==> config.mk <==
export PLATFORM = sky130hd
export DESIGN_NAME = host_chan_top
export DESIGN_NICKNAME = d
export VERILOG_FILES = /design/src/design/hc_pkg.sv /design/src/design/host_chan_top.sv /design/src/design/host_chan_port.sv /design/src/design/host_chan_mmio.sv /design/src/design/host_chan_events.sv
export SDC_FILE = /design/constraint.sdc
export NUM_CORES = 2
export LEC_CHECK = 0
export ABC_AREA = 1
export BUFFER_PORTS_ARGS = -buffer_cell sky130_fd_sc_hd__clkbuf_2
export CAP_MARGIN = 30
export CORE_ASPECT_RATIO = 0.5
export CORE_UTILIZATION = 45
export DETAILED_ROUTE_END_ITERATION = 10
export MAX_ROUTING_LAYER = met4
export PLACE_DENSITY = 0.63
export SYNTH_ARGS = -nofsm -noshare
export SYNTH_HDL_FRONTEND = slang
export SYNTH_SLANG_ARGS = --single-unit
==> constraint.sdc <==
create_clock -name clk -period 2.1 [get_ports clk]
set_input_delay 0.42 -clock clk [delete_from_list [all_inputs] [get_ports clk]]
set_output_delay 0.42 -clock clk [all_outputs]
set_load 0.005 [all_outputs]
==> src/design/hc_pkg.sv <==
// Shared definitions for the host-channel monitor
// Port count, counter and address widths, MMIO register map,
// platform power-state encoding

package hc_pkg;

    // ======================================================================
    // Sizes
    // ======================================================================

    localparam int NUM_PORTS = 2;

    // Counters and the MMIO read path share one width
    localparam int CNT_W = 64;

    // MMIO word address
    localparam int ADDR_W = 4;

    // ======================================================================
    // Platform power state
    // ======================================================================

    typedef enum logic [1:0] {
        PWR_NORMAL = 2'd0,
        PWR_AP1    = 2'd1,
        PWR_AP2    = 2'd2,
        PWR_AP6    = 2'd3
    } t_power_state;

    // ======================================================================
    // MMIO register map (word addresses)
    // ======================================================================

    localparam logic [ADDR_W-1:0] REG_REQ_CNT     = 4'd0;
    localparam logic [ADDR_W-1:0] REG_CPL_CNT     = 4'd1;
    localparam logic [ADDR_W-1:0] REG_OUTSTANDING = 4'd2;
    localparam logic [ADDR_W-1:0] REG_LATENCY_SUM = 4'd3;
    localparam logic [ADDR_W-1:0] REG_PWR_STATE   = 4'd4;
    localparam logic [ADDR_W-1:0] REG_SCRATCH     = 4'd5;
    // Bit 0 of a write clears the event counters
    localparam logic [ADDR_W-1:0] REG_CTRL        = 4'd6;

    // Returned for any address outside the map
    localparam logic [CNT_W-1:0] BAD_ADDR_DATA = 64'hBAD0_ADD0_DEAD_BEEF;

endpackage : hc_pkg
==> src/design/host_chan_top.sv <==
// Host-channel monitor top level
// NUM_PORTS independent ports on flattened port vectors

`timescale 1ns/1ps

module host_chan_top
    import hc_pkg::*;
(
    input  logic                        clk,
    input  logic                        rst_n,

    // Shared by all ports, asynchronous to clk
    input  t_power_state                pwr_state,

    input  logic [NUM_PORTS-1:0]        req_strobe,
    input  logic [NUM_PORTS-1:0]        cpl_strobe,

    input  logic [NUM_PORTS-1:0]        mmio_rd,
    input  logic [NUM_PORTS-1:0]        mmio_wr,
    input  logic [NUM_PORTS*ADDR_W-1:0] mmio_addr,
    input  logic [NUM_PORTS*CNT_W-1:0]  mmio_wdata,

    output logic [NUM_PORTS-1:0]        mmio_rd_valid,
    output logic [NUM_PORTS*CNT_W-1:0]  mmio_rdata
);

    // ======================================================================
    // One monitor per host port
    // ======================================================================

    genvar p;
    generate
        for (p = 0; p < NUM_PORTS; p = p + 1)
        begin : hc
            host_chan_port port_i (
                .clk           (clk),
                .rst_n         (rst_n),
                .req_strobe    (req_strobe[p]),
                .cpl_strobe    (cpl_strobe[p]),
                .pwr_state     (pwr_state),
                .mmio_rd       (mmio_rd[p]),
                .mmio_wr       (mmio_wr[p]),
                .mmio_addr     (mmio_addr[p*ADDR_W +: ADDR_W]),
                .mmio_wdata    (mmio_wdata[p*CNT_W +: CNT_W]),
                .mmio_rd_valid (mmio_rd_valid[p]),
                .mmio_rdata    (mmio_rdata[p*CNT_W +: CNT_W])
            );
        end
    endgenerate

endmodule : host_chan_top

==> src/design/host_chan_port.sv <==
// One host-channel monitor port
// Power-state synchronizer into clk, event tracker, MMIO block

`timescale 1ns/1ps

module host_chan_port
    import hc_pkg::*;
(
    input  logic              clk,
    input  logic              rst_n,

    input  logic              req_strobe,
    input  logic              cpl_strobe,
    input  t_power_state      pwr_state,

    input  logic              mmio_rd,
    input  logic              mmio_wr,
    input  logic [ADDR_W-1:0] mmio_addr,
    input  logic [CNT_W-1:0]  mmio_wdata,

    output logic              mmio_rd_valid,
    output logic [CNT_W-1:0]  mmio_rdata
);

    t_power_state     pwr_meta;
    t_power_state     pwr_sync;

    logic             clear;
    logic [CNT_W-1:0] req_cnt;
    logic [CNT_W-1:0] cpl_cnt;
    logic [CNT_W-1:0] outstanding;
    logic [CNT_W-1:0] latency_sum;

    // ======================================================================
    // Power state into clk, two flops
    // ======================================================================

    always_ff @(posedge clk or negedge rst_n)
    begin
        if (!rst_n)
        begin
            pwr_meta <= PWR_NORMAL;
            pwr_sync <= PWR_NORMAL;
        end
        else
        begin
            pwr_meta <= pwr_state;
            pwr_sync <= pwr_meta;
        end
    end

    // ======================================================================
    // Event tracker and register block
    // ======================================================================

    host_chan_events events_i (
        .clk         (clk),
        .rst_n       (rst_n),
        .req_strobe  (req_strobe),
        .cpl_strobe  (cpl_strobe),
        .clear       (clear),
        .req_cnt     (req_cnt),
        .cpl_cnt     (cpl_cnt),
        .outstanding (outstanding),
        .latency_sum (latency_sum)
    );

    host_chan_mmio mmio_i (
        .clk           (clk),
        .rst_n         (rst_n),
        .mmio_rd       (mmio_rd),
        .mmio_wr       (mmio_wr),
        .mmio_addr     (mmio_addr),
        .mmio_wdata    (mmio_wdata),
        .req_cnt       (req_cnt),
        .cpl_cnt       (cpl_cnt),
        .outstanding   (outstanding),
        .latency_sum   (latency_sum),
        .pwr_state     (pwr_sync),
        .mmio_rd_valid (mmio_rd_valid),
        .mmio_rdata    (mmio_rdata),
        .clear         (clear)
    );

endmodule : host_chan_port

==> src/design/host_chan_mmio.sv <==
// MMIO register block for one host-channel port
// Address decode, registered 64-bit read path, scratch register
// and the counter clear pulse

`timescale 1ns/1ps

module host_chan_mmio
    import hc_pkg::*;
(
    input  logic              clk,
    input  logic              rst_n,

    input  logic              mmio_rd,
    input  logic              mmio_wr,
    input  logic [ADDR_W-1:0] mmio_addr,
    input  logic [CNT_W-1:0]  mmio_wdata,

    input  logic [CNT_W-1:0]  req_cnt,
    input  logic [CNT_W-1:0]  cpl_cnt,
    input  logic [CNT_W-1:0]  outstanding,
    input  logic [CNT_W-1:0]  latency_sum,
    input  t_power_state      pwr_state,

    output logic              mmio_rd_valid,
    output logic [CNT_W-1:0]  mmio_rdata,
    output logic              clear
);

    logic [CNT_W-1:0] scratch;
    logic [CNT_W-1:0] rd_value;

    // ======================================================================
    // Write side
    // ======================================================================

    // Clear goes out in the same cycle as the write
    assign clear = mmio_wr && (mmio_addr == REG_CTRL) && mmio_wdata[0];

    always_ff @(posedge clk or negedge rst_n)
    begin
        if (!rst_n)
        begin
            scratch <= '0;
        end
        else if (mmio_wr && (mmio_addr == REG_SCRATCH))
        begin
            scratch <= mmio_wdata;
        end
    end

    // ======================================================================
    // Read side
    // ======================================================================

    always_comb
    begin
        case (mmio_addr)
            REG_REQ_CNT:     rd_value = req_cnt;
            REG_CPL_CNT:     rd_value = cpl_cnt;
            REG_OUTSTANDING: rd_value = outstanding;
            REG_LATENCY_SUM: rd_value = latency_sum;
            REG_PWR_STATE:   rd_value = CNT_W'(pwr_state);
            REG_SCRATCH:     rd_value = scratch;
            // Control is write-only, the clear bit self-clears
            REG_CTRL:        rd_value = '0;
            default:         rd_value = BAD_ADDR_DATA;
        endcase
    end

    // Valid pulse for one cycle after the read strobe
    always_ff @(posedge clk or negedge rst_n)
    begin
        if (!rst_n)
        begin
            mmio_rd_valid <= 1'b0;
        end
        else
        begin
            mmio_rd_valid <= mmio_rd;
        end
    end

    // Capture the pre-edge register value
    always_ff @(posedge clk)
    begin
        if (mmio_rd)
        begin
            mmio_rdata <= rd_value;
        end
    end

endmodule : host_chan_mmio

==> src/design/host_chan_events.sv <==
// Host-channel event tracker for one port
// Request, completion and in-flight counters plus a latency
// accumulator that integrates the in-flight count every cycle

`timescale 1ns/1ps

module host_chan_events
    import hc_pkg::*;
(
    input  logic             clk,
    input  logic             rst_n,

    input  logic             req_strobe,
    input  logic             cpl_strobe,
    input  logic             clear,

    output logic [CNT_W-1:0] req_cnt,
    output logic [CNT_W-1:0] cpl_cnt,
    output logic [CNT_W-1:0] outstanding,
    output logic [CNT_W-1:0] latency_sum
);

    logic [CNT_W-1:0] outstanding_nxt;

    // In-flight count moves only when exactly one strobe fires
    always_comb
    begin
        outstanding_nxt = outstanding;
        case ({req_strobe, cpl_strobe})
            2'b10:   outstanding_nxt = outstanding + CNT_W'(1);
            2'b01:   outstanding_nxt = outstanding - CNT_W'(1);
            default: outstanding_nxt = outstanding;
        endcase
    end

    // ======================================================================
    // Counters
    // ======================================================================

    always_ff @(posedge clk or negedge rst_n)
    begin
        if (!rst_n)
        begin
            req_cnt     <= '0;
            cpl_cnt     <= '0;
            outstanding <= '0;
            latency_sum <= '0;
        end
        else if (clear)
        begin
            // Strobes in the clearing cycle are dropped
            req_cnt     <= '0;
            cpl_cnt     <= '0;
            outstanding <= '0;
            latency_sum <= '0;
        end
        else
        begin
            if (req_strobe)
            begin
                req_cnt <= req_cnt + CNT_W'(1);
            end
            if (cpl_strobe)
            begin
                cpl_cnt <= cpl_cnt + CNT_W'(1);
            end
            outstanding <= outstanding_nxt;

            // Request-cycles in flight, using the pre-edge count
            latency_sum <= latency_sum + outstanding;
        end
    end

endmodule : host_chan_events

==> qor.yml <==
outcome:
  outcome: "finished with violations"
  violations: "setup timing"
placement:
  port_buffers: 277
  routabilityCongestion: 1.05
  dpl_cell_area_um2: 72500
  dp_slack_ns: -0.807
  dp_hpwl_um: 208000
power_and_ir_drop:
  leakagePower_nw: 42.5
  power_mw: 119
  sw_frac_of_total_pct: 46.0
  switchingPower_mw: 54.6
  p_clk_share_pct: 12.8
  p_per_area_nw_per_um2: 1310
  comb_power_share_pct: 67.0
  peakVddDrop_mv: 1.45
  p_int_mw: 64.1
  p_seq_share_pct: 20.2
detailed_routing:
  ant_nets: 0
  dr.first_iter.drc_count: 7745
  vias_per_cell: 5.82
  route.detailed.drc: 0
  first_pass_iters: 9
  num_vias: 70577
  routed_wl_um: 284000
  wl_per_cell_um: 23.4
synthesis:
  synth_edf_count: 128
  synth.area.mux_share_pct: 2.65
  synth-xor-area-share_pct: 1.22
  netlist_area_um2: 54400
  syn_nets: 8157
  synth_compound_area_share_pct: 18.2
  synth_warnings: 0
  synth_fa_ha_area_share_pct: 3.20
  synth_ff_type: "dfrtp_1"
  async_reset_ff_share_pct: 83.5
  synth_top_family_by_area: "simple AND/OR/NAND/NOR gates"
  yosys.area_share.simple_pct: 28.7
  synth-seq-cells: 774
  ys_types: 56
  synth-seq-area-share_pct: 36.8
  syn_area_per_cell_um2: 6.91
  synth_cells: 7871
sta:
  setup_slack_ns: -0.274
  rsz0062_at_grt: "true"
  fin_crit_sh_pct: 113
  hold_viol_final: 0
  fin_skew_ns: 0.0441
  maxSlewViolCount: 0
  tightest_slew_ns: 0.869
  max_clock_freq_mhz: 421
  finalCriticalPeriod_ns: 2.37
  maxSlewHeadroom_pct: 41.8
  finalSetupViolCount: 225
  tns_ns: -24.37
clock_tree:
  cts_buffer_depth: 3
  cts-htree-levels: 3
  cts_tree: "built"
  clk_pin_slew_ns: 0.07
  insertion_delay_ns: 0.73
  cts.sinks: 774
  cts_root_buffer: "clkbuf_16"
  numCtsBuffers: 80
floorplanning:
  fp.dieArea_um2: 122000
  rows: 89
  initial_core_util_pct: 45.8
  core_area_um2: 119000
  die_w_um: 494
  io_pins: 278
  die_y_um: 248
critical_path:
  r2r_setup_slack_ns: -0.27
  required_ns: 2.75
  cp_top_family: "simple AND/OR/NAND/NOR gates"
  critPathMaxFanout: 4
  worst-path-buf-inv: 4
  critPathLaunchType: "flop"
  crit_type: "flop to flop"
  rr_startpoint: "hc[1].port_i.events_i.outstanding[0]"
  path_cells: "ha_2 > inv_2 > fa_2 > inv_2 > nand3_2 > nand2_4 > nand2_1 > nand2_2 > a21boi_4 > o21bai_1 > buf_4 > buf_12 > nand3_2 > nand3_4 > and2_1 > nor2_1"
  cp.arrival_ns: 3.02
  reg2reg_depth: 16
  crit_slowest_cell: "dfrtp_1"
  critPathMaxStageDelay_ns: 0.39
  endpoint_kind: "flop"
  r2r-end: "hc[1].port_i.events_i.latency_sum[52]"
job:
  maxCapViolations: 0
global_routing:
  grt_usage_pct: 44.2
  antenna_found_initial: 2
  grt_max_degree: 67
  overflow: 0
  grt_pass1_wl_um: 393000
  grt_pass1_vias: 65944
finish:
  fin_util_pct: 76.4
  area_delta_synth_final_pct: 66.8
  fin_nets: 10759
  drive_gt1_share_pct: 46.5
  design_area_um2: 90700
  n_fill_cell: 8582
hold_path:
  min_from: "mmio_wr[1]"
  holdPathStages: 3
  hold_class: "primary input to flop"
  min_to: "hc[1].port_i.mmio_i.scratch[13]"
==> worst max-delay path by stage <==
stage	startpoint	endpoint	slack, ns	cells past startpoint
floorplan	hc[0].port_i.events_i.outstanding[0]	hc[0].port_i.events_i.latency_sum[42]	-0.05	19
detailed placement	req_strobe[1]	hc[1].port_i.events_i.outstanding[33]	-0.81	18
CTS	hc[1].port_i.events_i.latency_sum[0]	hc[1].port_i.events_i.latency_sum[34]	-0.33	18
global placement	req_strobe[1]	hc[1].port_i.events_i.outstanding[42]	-0.78	15
global route	hc[0].port_i.events_i.latency_sum[0]	hc[0].port_i.events_i.latency_sum[42]	-0.39	19
finish	hc[1].port_i.events_i.outstanding[0]	hc[1].port_i.events_i.latency_sum[52]	-0.27	16
==> state kept, by name, summed over array words and instances (netlist names) <==
signal and count:
hc.port_i.events_i.req_cnt 128, hc.port_i.events_i.latency_sum 128, hc.port_i.pwr_sync 2, hc.port_i.events_i.outstanding 128
hc.port_i.mmio_i.scratch 128, hc.port_i.pwr_meta 2, hc.port_i.mmio_i.mmio_rd_valid 2, hc.port_i.events_i.cpl_cnt 128
hc.port_i.mmio_i.mmio_rdata 128
==> cell usage after synthesis, types with 15 or more instances <==
master	n	area, um2
nand4_1	125	782
a21o_1	31	233
o21ai_0	489	2450
and2_1	15	93.8
a21oi_1	590	2950
xor2_1	59	517
o21a_1	54	405
o22ai_1	117	732
a41oi_1	112	981
dfrtp_1	646	16200
nor4_1	47	294
buf_1	18	67.6
nor2_1	912	3420
o21bai_1	30	225
a21boi_0	23	173
a221oi_1	80	701
nand2_1	2020	7580
xnor2_1	15	131
ha_1	136	1700
buf_2	28	140
nand3_1	387	1940
o211ai_1	33	248
o2111ai_1	46	403
mux2_2	128	1440
a31oi_1	27	169
edfxtp_1	128	3840
clkbuf_1	138	518
nand3b_1	17	128
nor3_1	217	1090
inv_1	1107	4160
==> layout make-up <==
type | count | area (um2) | share of cell area [%]
Antenna cell | 3 | 7.51 | 0.00827
Clock inverter | 44 | 427 | 0.470
Sequential cell | 774 | 20100 | 22.2
Timing Repair Buffer | 2711 | 21800 | 24.0
Clock buffer | 101 | 2160 | 2.38
Multi-Input combinational cell | 5786 | 40000 | 44.0
Inverter | 1120 | 4300 | 4.74
Tap cell | 1592 | 1990 | 2.20
==> tightest hold or removal path, stage by stage <==
cell and delay [ns]:
clkbuf_2 0.13, nand2_4 0.14, mux2_2 0.16
==> layout by cell type (no fill, tap or decap), types with 83 or more instances in the layout <==
| cell | instances |
|---|---|
| a21oi_1 | 411 |
| a21oi_2 | 143 |
| a41oi_1 | 86 |
| buf_4 | 2003 |
| buf_6 | 228 |
| clkbuf_2 | 273 |
| dfrtp_1 | 563 |
| dfrtp_2 | 83 |
| dlygate4sd3_1 | 132 |
| edfxtp_1 | 128 |
| ha_4 | 111 |
| inv_1 | 907 |
| inv_2 | 177 |
| mux2_2 | 128 |
| nand2_1 | 1381 |
| nand2_2 | 411 |
| nand2_4 | 217 |
| nand3_1 | 252 |
| nand4_1 | 125 |
| nor2_1 | 497 |
| nor2_2 | 191 |
| nor2_4 | 227 |
| nor3_1 | 150 |
| o21ai_0 | 323 |
| o21ai_1 | 98 |
| o22ai_1 | 116 |
==> repair_timing <==
item | in CTS | in global routing
setup buffers | 161 | 221
gates cloned | 1 | 0
resized for setup | 1226 | 1875
setup endpoints to repair | 278 | 331
pin swaps | 334 | 803
hold buffers | 132 | 0
hold endpoints to repair | 249 | 0
==> metrics by stage <==
| stage | instances | hold slack [ns] |
|---|---|---|
| final | 12131 | 0.175 |
| after global routing | 12129 | 0.156 |
| after CTS | 11923 | 0.138 |
| after detailed placement | 11488 | 0.335 |
| after global placement | 11488 | 0.335 |
| after floorplan | 7871 | 0.124 |
==> cell families after synthesis <==
family,count (synthesis)
adders and majority gates,138
DFF,774
muxes,128
xor gates and xnor gates,75
buffers and inverters,1311
AOI/OAI and AO/OA,1663
and+or+nand+nor,3782
==> layer usage <==
| metal | wire (um) | global-route usage [%] | up-vias | part of all wire (%) |
|---|---|---|---|---|
| li1 | - | - | 31696 | - |
| met3 | 27100 | 7.54 | 1145 | 9.6 |
| met2 | 127000 | 69.2 | 3957 | 45 |
| met4 | 20600 | 23.9 | 0 | 7.2 |
| met5 | 0 | - | - | 0 |
| met1 | 109000 | 54.5 | 33779 | 38 |
==> power groups by stage <==
stage | clock (mW) | sequential [mW] | combinational (mW)
2_1_floorplan | 0 | 21.5 | 25.0
3_3_place_gp | 0 | 22.9 | 54.3
3_5_place_dp | 0 | 22.9 | 54.6
4_1_cts | 15.1 | 23.4 | 64.4
5_1_grt | 15.7 | 24.2 | 83.6
6_report | 15.2 | 24.0 | 79.6
No activity file was read; power rests on OpenSTA's default activity.
